**config.mk**
```make
export PLATFORM = sky130hd
export DESIGN_NAME = etx
export DESIGN_NICKNAME = d
export VERILOG_FILES = /design/src/rtl/etx_pkg.sv /design/src/rtl/etx.sv /design/src/rtl/etx_framer.sv /design/src/rtl/etx_remap.sv /design/src/rtl/etx_arbiter.sv /design/src/rtl/etx_queue.sv /design/src/rtl/etx_cfg.sv
export VERILOG_INCLUDE_DIRS = /design/src /design/src/rtl
export SDC_FILE = /design/constraint.sdc
export NUM_CORES = 2
export LEC_CHECK = 0
export BUFFER_PORTS_ARGS = -buffer_cell sky130_fd_sc_hd__buf_2
export CAP_MARGIN = 20
export CORE_UTILIZATION = 55
export CTS_BUF_LIST = sky130_fd_sc_hd__clkbuf_16
export DETAILED_ROUTE_END_ITERATION = 8
export PLACE_DENSITY = 0.74
export SETUP_SLACK_MARGIN = 0.3
export SYNTH_ARGS = -nofsm -noshare
export SYNTH_HDL_FRONTEND = slang
export SYNTH_SLANG_ARGS = --single-unit
```
**constraint.sdc**
```tcl
create_clock -name mi_clk -period 14.1 [get_ports mi_clk]
set_input_delay 0 -clock mi_clk [delete_from_list [all_inputs] [get_ports mi_clk]]
set_output_delay 0 -clock mi_clk [all_outputs]
set_load 0.02 [all_outputs]
```
**src/rtl/etx_consts.svh**
```systemverilog
`ifndef ETX_CONSTS_SVH
`define ETX_CONSTS_SVH

// Entries per client queue, also the client credits after reset
`define ETX_QUEUE_DEPTH 4

// Link credits held after reset and the most the far end may return
`define ETX_LINK_CREDITS 2

// Remap entries, indexed by dst_addr[31:28]
`define ETX_REMAP_ENTRIES 16

// Register port address width
`define ETX_MI_AW 8

// Control register address
`define ETX_REG_CTRL 0

// First remap entry; entries occupy 16 to 31
`define ETX_REG_REMAP_BASE 16

`endif
```
**src/rtl/etx_pkg.sv**
```systemverilog
package etx_pkg;

   // Packet kind, also sent in header bits 7:6
   typedef enum logic [1:0] {
      op_write     = 2'd0,   // Posted write
      op_read_req  = 2'd1,   // Read request with return address
      op_read_resp = 2'd2    // Read response
   } etx_op_e;

   // One client packet, 102 bits
   typedef struct packed {
      etx_op_e     op;        // Packet kind
      logic [3:0]  ctrlmode;  // Control mode for far end
      logic [31:0] dst_addr;  // Destination address
      logic [31:0] data;      // Write or response data
      logic [31:0] src_addr;  // Return address for reads
   } etx_packet_t;

   // Link byte lane
   typedef struct packed {
      logic       frame;  // High on every byte of a packet
      logic [7:0] data;   // Byte, MSB first order
   } etx_link_t;

   // Framer states
   typedef enum logic [1:0] {
      st_idle   = 2'd0,  // Frame low, waiting for packet and credit
      st_header = 2'd1,  // Op and ctrlmode byte
      st_body   = 2'd2   // Address, data and return address bytes
   } etx_frame_state_e;

endpackage

```
**src/rtl/etx.sv**
```systemverilog
`timescale 1ns/10ps
`include "etx_consts.svh"

module etx
   import etx_pkg::*;
(
   input  logic                  mi_clk,
   input  logic                  rst_n,
   input  logic                  mi_en,
   input  logic                  mi_we,
   input  logic [`ETX_MI_AW-1:0] mi_addr,
   input  logic [31:0]           mi_din,
   output logic [31:0]           mi_cfg_dout,
   output logic [31:0]           mi_remap_dout,
   input  logic                  wr_valid,
   input  etx_packet_t           wr_packet,
   output logic                  wr_credit,
   input  logic                  rd_valid,
   input  etx_packet_t           rd_packet,
   output logic                  rd_credit,
   input  logic                  rr_valid,
   input  etx_packet_t           rr_packet,
   output logic                  rr_credit,
   output etx_link_t             link_out,
   input  logic                  link_credit
);

   logic        tx_enable, remap_enable, ctrl_override;
   logic [3:0]  ctrlmode;
   logic        wr_head_valid, rd_head_valid, rr_head_valid;
   etx_packet_t wr_head_packet, rd_head_packet, rr_head_packet;
   logic        wr_pop, rd_pop, rr_pop;
   logic        arb_valid, arb_ready;  // Arbiter to remap
   etx_packet_t arb_packet;
   logic        map_valid, map_ready;  // Remap to framer
   etx_packet_t map_packet;

   etx_cfg etx_cfg (
      .mi_clk, .rst_n, .mi_en, .mi_we, .mi_addr, .mi_din,
      .mi_dout       (mi_cfg_dout),
      .tx_enable, .remap_enable, .ctrl_override, .ctrlmode);

   etx_queue wr_queue (
      .mi_clk, .rst_n,
      .push (wr_valid), .push_packet (wr_packet), .pop (wr_pop),
      .head_valid (wr_head_valid), .head_packet (wr_head_packet), .credit (wr_credit));

   etx_queue rd_queue (
      .mi_clk, .rst_n,
      .push (rd_valid), .push_packet (rd_packet), .pop (rd_pop),
      .head_valid (rd_head_valid), .head_packet (rd_head_packet), .credit (rd_credit));

   etx_queue rr_queue (
      .mi_clk, .rst_n,
      .push (rr_valid), .push_packet (rr_packet), .pop (rr_pop),
      .head_valid (rr_head_valid), .head_packet (rr_head_packet), .credit (rr_credit));

   etx_arbiter etx_arbiter (
      .mi_clk, .rst_n,
      .wr_head_valid, .wr_head_packet, .rd_head_valid, .rd_head_packet,
      .rr_head_valid, .rr_head_packet,
      .out_ready (arb_ready),
      .wr_pop, .rd_pop, .rr_pop,
      .out_valid (arb_valid), .out_packet (arb_packet));

   etx_remap etx_remap (
      .mi_clk, .rst_n, .mi_en, .mi_we, .mi_addr, .mi_din,
      .mi_dout   (mi_remap_dout),
      .remap_enable, .ctrl_override, .ctrlmode,
      .in_valid  (arb_valid), .in_packet (arb_packet), .in_ready (arb_ready),
      .out_ready (map_ready), .out_valid (map_valid), .out_packet (map_packet));

   etx_framer etx_framer (
      .mi_clk, .rst_n, .tx_enable, .link_credit,
      .in_valid (map_valid), .in_packet (map_packet), .in_ready (map_ready),
      .link_out);

endmodule

```
**src/rtl/etx_framer.sv**
```systemverilog
`timescale 1ns/10ps
`include "etx_consts.svh"

module etx_framer
   import etx_pkg::*;
(
   input  logic        mi_clk,
   input  logic        rst_n,
   input  logic        tx_enable,
   input  logic        link_credit,
   input  logic        in_valid,
   input  etx_packet_t in_packet,
   output logic        in_ready,
   output etx_link_t   link_out
);

   localparam int CRD_W = $clog2(`ETX_LINK_CREDITS + 1);

   etx_frame_state_e state;
   etx_packet_t      buf_packet;  // Packet sent or waiting
   logic             buf_valid;
   logic [3:0]       byte_cnt;    // Body byte index
   logic [3:0]       body_last;   // Last body index by opcode
   logic [CRD_W-1:0] credit_cnt;  // Link credits in hand
   logic             start;       // Packet takes a credit
   logic             done;        // Last body byte on the lane
   logic [95:0]      body;

   assign body      = {buf_packet.dst_addr, buf_packet.data, buf_packet.src_addr};
   assign body_last = (buf_packet.op == op_read_req) ? 4'd11 : 4'd7;  // 13 or 9 bytes
   assign start     = (state == st_idle) && buf_valid && tx_enable && (credit_cnt != '0);
   assign done      = (state == st_body) && (byte_cnt == body_last);
   assign in_ready  = !buf_valid || done;  // Refill during last byte

   always_ff @(posedge mi_clk)
   begin
      if (!rst_n)
      begin
         state    <= st_idle;
         byte_cnt <= 4'd0;
      end
      else
      begin
         case (state)
            st_idle:
               if (start)
                  state <= st_header;
            st_header:
            begin
               state    <= st_body;
               byte_cnt <= 4'd0;
            end
            st_body:
               if (done)
                  state <= st_idle;  // Frame drops for at least a cycle
               else
                  byte_cnt <= byte_cnt + 1'b1;
            default:
               state <= st_idle;
         endcase
      end
   end

   always_ff @(posedge mi_clk)
   begin
      if (!rst_n)
         buf_valid <= 1'b0;
      else if (in_valid && in_ready)
         buf_valid <= 1'b1;
      else if (done)
         buf_valid <= 1'b0;
   end

   always_ff @(posedge mi_clk)
   begin
      if (in_valid && in_ready)
         buf_packet <= in_packet;
   end

   always_ff @(posedge mi_clk)
   begin
      if (!rst_n)
         credit_cnt <= CRD_W'(`ETX_LINK_CREDITS);
      else
         case ({link_credit, start})
            2'b10:   credit_cnt <= credit_cnt + 1'b1;
            2'b01:   credit_cnt <= credit_cnt - 1'b1;
            default: credit_cnt <= credit_cnt;
         endcase
   end

   always_comb
   begin
      link_out.frame = (state != st_idle);
      link_out.data  = 8'd0;
      if (state == st_header)
         link_out.data = {buf_packet.op, buf_packet.ctrlmode, 2'b00};
      else if (state == st_body)
         link_out.data = body[95 - 8*byte_cnt -: 8];  // MSB first
   end

   // Far end returns no more credits than packets sent
   assert property (@(posedge mi_clk) disable iff (!rst_n)
                    credit_cnt <= CRD_W'(`ETX_LINK_CREDITS))
      else $error("etx_framer: link credit overflow");

endmodule

```
**src/rtl/etx_remap.sv**
```systemverilog
`timescale 1ns/10ps
`include "etx_consts.svh"

module etx_remap
   import etx_pkg::*;
(
   input  logic                  mi_clk,
   input  logic                  rst_n,
   input  logic                  mi_en,
   input  logic                  mi_we,
   input  logic [`ETX_MI_AW-1:0] mi_addr,
   input  logic [31:0]           mi_din,
   output logic [31:0]           mi_dout,
   input  logic                  remap_enable,
   input  logic                  ctrl_override,
   input  logic [3:0]            ctrlmode,
   input  logic                  in_valid,
   input  etx_packet_t           in_packet,
   output logic                  in_ready,
   input  logic                  out_ready,
   output logic                  out_valid,
   output etx_packet_t           out_packet
);

   localparam int IDX_W = $clog2(`ETX_REMAP_ENTRIES);

   logic [11:0]      remap_table [`ETX_REMAP_ENTRIES];  // New dst_addr[31:20]
   logic             tbl_hit;      // Access inside table window
   logic [IDX_W-1:0] mi_idx;
   logic [IDX_W-1:0] pkt_idx;      // From dst_addr[31:28]
   etx_packet_t      xlat_packet;  // Translated input

   assign tbl_hit = mi_en && (mi_addr >= `ETX_REG_REMAP_BASE)
                    && (mi_addr < `ETX_REG_REMAP_BASE + `ETX_REMAP_ENTRIES);
   assign mi_idx   = mi_addr[IDX_W-1:0];  // Window aligned to its size
   assign pkt_idx  = in_packet.dst_addr[31 -: IDX_W];
   assign in_ready = !out_valid || out_ready;  // Stall while framer is busy

   always_ff @(posedge mi_clk)
   begin
      if (!rst_n)
      begin
         for (int i = 0; i < `ETX_REMAP_ENTRIES; i++)
            remap_table[i] <= 12'd0;
      end
      else if (tbl_hit && mi_we)
         remap_table[mi_idx] <= mi_din[11:0];
   end

   always_ff @(posedge mi_clk)
   begin
      if (!rst_n)
         mi_dout <= 32'd0;
      else if (tbl_hit && !mi_we)
         mi_dout <= {20'd0, remap_table[mi_idx]};
      else
         mi_dout <= 32'd0;  // Control register reads come from cfg
   end

   always_comb
   begin
      xlat_packet = in_packet;
      if (remap_enable)
         xlat_packet.dst_addr[31:20] = remap_table[pkt_idx];
      if (ctrl_override)
         xlat_packet.ctrlmode = ctrlmode;
   end

   always_ff @(posedge mi_clk)
   begin
      if (!rst_n)
         out_valid <= 1'b0;
      else if (in_ready)
         out_valid <= in_valid;
   end

   always_ff @(posedge mi_clk)
   begin
      if (in_valid && in_ready)
         out_packet <= xlat_packet;
   end

endmodule

```
**src/rtl/etx_arbiter.sv**
```systemverilog
`timescale 1ns/10ps

module etx_arbiter
   import etx_pkg::*;
(
   input  logic        mi_clk,
   input  logic        rst_n,
   input  logic        wr_head_valid,
   input  etx_packet_t wr_head_packet,
   input  logic        rd_head_valid,
   input  etx_packet_t rd_head_packet,
   input  logic        rr_head_valid,
   input  etx_packet_t rr_head_packet,
   input  logic        out_ready,
   output logic        wr_pop,
   output logic        rd_pop,
   output logic        rr_pop,
   output logic        out_valid,
   output etx_packet_t out_packet
);

   logic        load;        // Output stage empty or drained this cycle
   logic        any_pop;
   etx_packet_t win_packet;  // Head of winning queue

   assign load    = !out_valid || out_ready;
   assign rr_pop  = load && rr_head_valid;                   // Responses first
   assign wr_pop  = load && wr_head_valid && !rr_head_valid;  // Then writes
   assign rd_pop  = load && rd_head_valid && !rr_head_valid && !wr_head_valid;
   assign any_pop = rr_pop || wr_pop || rd_pop;

   always_comb
   begin
      win_packet = rd_head_packet;
      if (rr_head_valid)
         win_packet = rr_head_packet;
      else if (wr_head_valid)
         win_packet = wr_head_packet;
   end

   always_ff @(posedge mi_clk)
   begin
      if (!rst_n)
         out_valid <= 1'b0;
      else if (load)
         out_valid <= any_pop;  // Empties when nothing waits
   end

   always_ff @(posedge mi_clk)
   begin
      if (any_pop)
         out_packet <= win_packet;
   end

   assert property (@(posedge mi_clk) disable iff (!rst_n) $onehot0({rr_pop, wr_pop, rd_pop}))
      else $error("etx_arbiter: more than one pop");

endmodule

```
**src/rtl/etx_queue.sv**
```systemverilog
`timescale 1ns/10ps
`include "etx_consts.svh"

module etx_queue
   import etx_pkg::*;
(
   input  logic        mi_clk,
   input  logic        rst_n,
   input  logic        push,
   input  etx_packet_t push_packet,
   input  logic        pop,
   output logic        head_valid,
   output etx_packet_t head_packet,
   output logic        credit
);

   localparam int PTR_W = $clog2(`ETX_QUEUE_DEPTH);
   localparam int CNT_W = $clog2(`ETX_QUEUE_DEPTH + 1);

   etx_packet_t      mem [`ETX_QUEUE_DEPTH];  // Packet storage
   logic [PTR_W-1:0] wr_ptr;                  // Next free slot
   logic [PTR_W-1:0] rd_ptr;                  // Oldest entry
   logic [CNT_W-1:0] count;                   // Occupancy
   logic             full;

   function automatic logic [PTR_W-1:0] next_ptr(input logic [PTR_W-1:0] ptr);
      if (ptr == PTR_W'(`ETX_QUEUE_DEPTH - 1))
         return '0;
      return ptr + 1'b1;
   endfunction

   assign full        = (count == CNT_W'(`ETX_QUEUE_DEPTH));
   assign head_valid  = (count != '0);
   assign head_packet = mem[rd_ptr];         // Head seen the cycle after push
   assign credit      = pop && head_valid;   // One credit back per pop

   always_ff @(posedge mi_clk)
   begin
      if (push)
         mem[wr_ptr] <= push_packet;
   end

   always_ff @(posedge mi_clk)
   begin
      if (!rst_n)
      begin
         wr_ptr <= '0;
         rd_ptr <= '0;
         count  <= '0;
      end
      else
      begin
         if (push)
            wr_ptr <= next_ptr(wr_ptr);
         if (pop)
            rd_ptr <= next_ptr(rd_ptr);
         case ({push, pop})
            2'b10:   count <= count + 1'b1;
            2'b01:   count <= count - 1'b1;
            default: count <= count;  // Both or neither
         endcase
      end
   end

   // Client never pushes without a credit, so full means a lost credit
   assert property (@(posedge mi_clk) disable iff (!rst_n) push |-> !full)
      else $error("etx_queue: push while full");

   // Arbiter only pops a valid head
   assert property (@(posedge mi_clk) disable iff (!rst_n) pop |-> head_valid)
      else $error("etx_queue: pop while empty");

endmodule

```
**src/rtl/etx_cfg.sv**
```systemverilog
`timescale 1ns/10ps
`include "etx_consts.svh"

module etx_cfg (
   input  logic                  mi_clk,
   input  logic                  rst_n,
   input  logic                  mi_en,
   input  logic                  mi_we,
   input  logic [`ETX_MI_AW-1:0] mi_addr,
   input  logic [31:0]           mi_din,
   output logic [31:0]           mi_dout,
   output logic                  tx_enable,
   output logic                  remap_enable,
   output logic                  ctrl_override,
   output logic [3:0]            ctrlmode
);

   logic        ctrl_hit;   // Access to control register
   logic [31:0] ctrl_word;  // Control register as read back

   assign ctrl_hit  = mi_en && (mi_addr == `ETX_REG_CTRL);
   assign ctrl_word = {24'd0, ctrlmode, 1'b0, ctrl_override, remap_enable, tx_enable};

   // Control bits, written on the next edge
   always_ff @(posedge mi_clk)
   begin
      if (!rst_n)
      begin
         tx_enable     <= 1'b0;
         remap_enable  <= 1'b0;
         ctrl_override <= 1'b0;
         ctrlmode      <= 4'd0;
      end
      else if (ctrl_hit && mi_we)
      begin
         tx_enable     <= mi_din[0];    // Framer may start packets
         remap_enable  <= mi_din[1];    // Address translation on
         ctrl_override <= mi_din[2];    // Replace packet ctrlmode
         ctrlmode      <= mi_din[7:4];  // Override value
      end
   end

   // Read data one cycle after the request
   always_ff @(posedge mi_clk)
   begin
      if (!rst_n)
         mi_dout <= 32'd0;
      else if (ctrl_hit && !mi_we)
         mi_dout <= ctrl_word;
      else
         mi_dout <= 32'd0;  // Other addresses belong to remap
   end

endmodule

```
==> results.py <==
metrics = {
    "critical_path": {
        "r2r.worst_path.cells": 5,
        "slack_of_the_worst_reg_to_reg_path_ns": 9.95,
        "max_stage_delay_ns": 0.88,
        "r2r_end": "etx_arbiter.out_packet[1]",
        "cp_cell_sequence": "buf_4 -> buf_4 -> mux4_2 -> a22oi_1 -> nand2_1",
        "critical_path.slowest_cell": "sky130_fd_sc_hd__buf_4",
        "worst_ep_required_time_ns": 14.63,
        "timing.critical_path.from_type": "flop",
        "crit_path_frequent_cell": "sky130_fd_sc_hd__buf_4",
        "critPathArrivalTime_ns": 4.68,
        "critical_path.top_delay_family": "buffers and inverters",
        "critical_path.n_buffers_inverters": 2,
        "critPathMaxFanout": 40,
        "worstSetupEndpointType": "flop",
        "timing.setup.critical_path_class": "flop to flop",
    },
    "final_layout": {
        "share_of_final_layout_standard_cells_stronger_than_drive_strength_1": 0.251,
        "multi_input_combinational_cell_area_mm2": 0.0153,
        "ff_latch_area_mm2": 0.0531,
        "post-route-cell-area_mm2": 0.0848,
        "most-common-layout-cells": "sky130_fd_sc_hd__edfxtp_1, sky130_fd_sc_hd__dlygate4sd3_1, sky130_fd_sc_hd__mux4_2",
        "utilization": 0.681,
        "num-nets-final": 4736,
        "syn_to_final_growth_pct": 22.2,
        "fillers": 7583,
        "mostFrequentLayoutCell": "sky130_fd_sc_hd__edfxtp_1",
        "layoutNonFillerInstCount": 6161,
    },
    "pwr": {
        "power.density_cell_area_mw_per_mm2": 173,
        "irDropWorstVdd_mv": 0.139,
        "p_leak_nw": 28.9,
    },
    "hold_path": {
        "holdPathEnd": "rd_queue.mem[3][61]",
        "depth_of_the_worst_hold_timing_path": 2,
        "min-delay-start": "rd_packet[61]",
        "worst_hold_path_type": "input pin to flop",
    },
    "clock_tree": {
        "cts_buffers": 173,
        "post_cts_buffers": 0,
        "clkTransAtPathRegs_ns": 0.06,
        "clock_sink_count": 1790,
        "htree_levels": 4,
        "cts_repair_resize_count": 0,
        "cts.path.max_buffers": 3,
        "tritoncts": "yes",
        "cts_hold_repair.buffers": 629,
        "clkLatencyLatePin_ns": 0.81,
        "clk_root_buffer_cell": "sky130_fd_sc_hd__clkbuf_16",
    },
    "synth": {
        "post_synth_instance_area_mm2": 0.0694,
        "syn-instance-count": 3314,
        "synthArstFlopShare": 0,
        "synthDominantAreaCellType": "sky130_fd_sc_hd__edfxtp_1",
        "post_synth_num_cell_types": 58,
        "postSynthRegisterBits": 1790,
        "syn_area_per_cell_um2": 20.9,
        "ys_dominant_reg_cell": "sky130_fd_sc_hd__edfxtp_1",
        "synthTopCellsByArea": "sky130_fd_sc_hd__edfxtp_1, sky130_fd_sc_hd__mux4_2, sky130_fd_sc_hd__dfxtp_1, sky130_fd_sc_hd__and2_1, sky130_fd_sc_hd__nand2_1",
        "synth_top_cell_area_share": 0.745,
        "yosysSeqAreaShare": 0.765,
        "edff_count_synth": 1722,
        "yosys_warnings": 0,
    },
    "timing": {
        "timing.final.setup_violations": 0,
        "min_period_ns": 4.15,
        "hold_viol_final": 0,
        "worst-slew-pin-transition_ns": 1.16,
        "maxClockFrequency_mhz": 241,
        "maxSlewViolCount": 0,
        "max_slew_margin": 0.224,
        "worst_clock_skew_ns": 0.0371,
        "final.period_utilization": 0.294,
        "grt_setup_unrepaired": "no",
        "finalSetupTns_ns": 0,
    },
    "die": {
        "dieWidth_um": 357,
        "rows": 129,
        "design.portCount": 430,
        "floorplan.die_area_mm2": 0.128,
        "core_region_area_mm2": 0.124,
        "die_height_um": 357,
        "start_util": 0.557,
    },
    "detailed_routing": {
        "per_cell_via_count_in_the_routed_design": 6.05,
        "number_of_nets_still_failing_antenna_checks_after_routing": 0,
        "vias": 37286,
        "drt-initial-drc-count": 4427,
        "drt_drc_violations_left": 0,
        "pre_repair_dr_iteration_count": 6,
        "route.final.wire_length_um": 178000,
        "post_drt_wl_per_cell_um": 29.0,
    },
    "grt": {
        "antenna_violations_before_repair": 43,
        "grt_first_pass_wirelength_um": 257000,
        "grt-ovfl-total": 0,
        "grtUsageTotal": 0.283,
        "grt_max_degree": 76,
        "grt_pass1_vias": 38673,
    },
    "job": {
        "max_cap_violations": 0,
    },
    "placed_design": {
        "gpl.final_weighted_congestion": 0.848,
        "post_dp_cell_area_mm2": 0.0728,
        "dp_hpwl_um": 102000,
        "dp_cells": 5191,
        "port-buffer-count": 364,
    },
    "run_status": {
        "outcome": "finished clean",
    },
}
state kept, by name, summed over array words and instances (netlist names), 3 cells and up, named ones only:
signal and count:
etx_arbiter.out_packet 102, etx_cfg.ctrlmode 4, etx_cfg.mi_dout 7, etx_framer.body 96, etx_framer.buf_packet 6, etx_framer.byte_cnt 4
etx_remap.mi_dout 12, etx_remap.out_packet 102, etx_remap.remap_table 192, rd_queue.count 3, rd_queue.mem 408, rr_queue.count 3
rr_queue.mem 408, wr_queue.count 3, wr_queue.mem 408
cell type report:
cell class              instances  share of cell area
well taps                    1637              0.0242
clock inverters               141              0.0150
multi-input cells            1317               0.180
diodes                         25            0.000738
flip-flops and latches       1790               0.626
clock buffers                 175              0.0516
inverters                      25             0.00114
repair buffers               1051               0.101
metal layers:
layer | vias up | GRT usage | share of wire
li1 | 15553 | - | -
met1 | 19275 | 0.369 | 0.37
met2 | 2116 | 0.482 | 0.52
met3 | 304 | 0.0616 | 0.093
met4 | 38 | 0.0787 | 0.021
met5 | - | 0 | 0.0013
logic make-up (layout without fill, tap and decap cells):
group / Yosys count / count (layout) / share of synthesized area
adders and majority gates: 24 / 24 / 0.00465
other: 1 / 70 / 0.0000541
xor gates and xnor gates: 8 / 8 / 0.00101
AOI/OAI and AO/OA: 189 / 189 / 0.0191
DFF: 1790 / 1790 / 0.765
muxes: 491 / 491 / 0.151
and+or+nand+nor: 560 / 560 / 0.0412
buffers and inverters: 251 / 1392 / 0.0181
worst max path at each step:
| stage | slack (ns) | startpoint | end | cells past startpoint |
|---|---|---|---|---|
| floorplan | 4.98 | etx_framer.buf_packet[101] | etx_remap.out_packet[0] | 4 |
| global placement | 9.95 | flop | etx_arbiter.out_packet[76] | 5 |
| detailed placement | 9.90 | flop | etx_arbiter.out_packet[76] | 5 |
| CTS | 9.87 | flop | etx_arbiter.out_packet[76] | 5 |
| global route | 9.68 | flop | etx_arbiter.out_packet[76] | 5 |
| finish | 9.95 | flop | etx_arbiter.out_packet[1] | 5 |
through the flow:
step | power, mW | hold WS (ns) | setup WS (ns)
6_report | 14.7 | 0.0332 | 9.95
5_1_grt | 15.1 | 0.0155 | 9.68
4_1_cts | 14.7 | 0.00225 | 9.87
3_5_place_dp | 9.98 | 0.216 | 9.90
3_3_place_gp | 9.92 | 0.210 | 9.95
2_1_floorplan | 8.90 | 0.0989 | 4.98
cell usage after synthesis (2+ instances only):
master                        n
sky130_fd_sc_hd__o221ai_1    12
sky130_fd_sc_hd__inv_1       24
sky130_fd_sc_hd__buf_4       45
sky130_fd_sc_hd__nor3_1       6
sky130_fd_sc_hd__fa_1         3
sky130_fd_sc_hd__dfxtp_1     68
sky130_fd_sc_hd__or4_1        2
sky130_fd_sc_hd__a21oi_1     18
sky130_fd_sc_hd__nand3b_1     4
sky130_fd_sc_hd__nand2b_1    17
sky130_fd_sc_hd__ha_1        21
sky130_fd_sc_hd__mux2i_1     45
sky130_fd_sc_hd__a21boi_0     2
sky130_fd_sc_hd__mux4_2     420
sky130_fd_sc_hd__nand4_1      2
sky130_fd_sc_hd__a22oi_1    108
sky130_fd_sc_hd__buf_1        7
sky130_fd_sc_hd__nand2_1    218
sky130_fd_sc_hd__buf_6        8
sky130_fd_sc_hd__nand3_1      5
sky130_fd_sc_hd__nor2b_1     13
sky130_fd_sc_hd__nor2_1      54
sky130_fd_sc_hd__nor2b_4      2
sky130_fd_sc_hd__a211o_1      2
sky130_fd_sc_hd__buf_2       63
sky130_fd_sc_hd__mux4_1      17
sky130_fd_sc_hd__xor2_1       6
sky130_fd_sc_hd__xnor2_1      2
sky130_fd_sc_hd__mux2_2       8
sky130_fd_sc_hd__clkbuf_1   101
sky130_fd_sc_hd__edfxtp_1  1722
sky130_fd_sc_hd__and2_1     217
sky130_fd_sc_hd__a211oi_1     3
sky130_fd_sc_hd__or3_1       11
sky130_fd_sc_hd__o21ai_0     33
sky130_fd_sc_hd__a31oi_1      3
worst register-to-register path: stages (launching register included):
cell and delay [ns]:
sky130_fd_sc_hd__dfxtp_4 0.82, sky130_fd_sc_hd__buf_4 0.89, sky130_fd_sc_hd__buf_4 0.87, sky130_fd_sc_hd__mux4_2 0.66, sky130_fd_sc_hd__a22oi_1 0.49, sky130_fd_sc_hd__nand2_1 0.15
where the power goes:
group          total, mW  switching [mW]  internal, mW  leakage (nW)
Clock               4.62            2.02          2.60          2.91
Combinational       3.03            1.84          1.19          9.41
Sequential          7.03           0.324          6.71          16.6
Total               14.7            4.19          10.5          28.9
No activity file was read; power rests on OpenSTA's default activity.
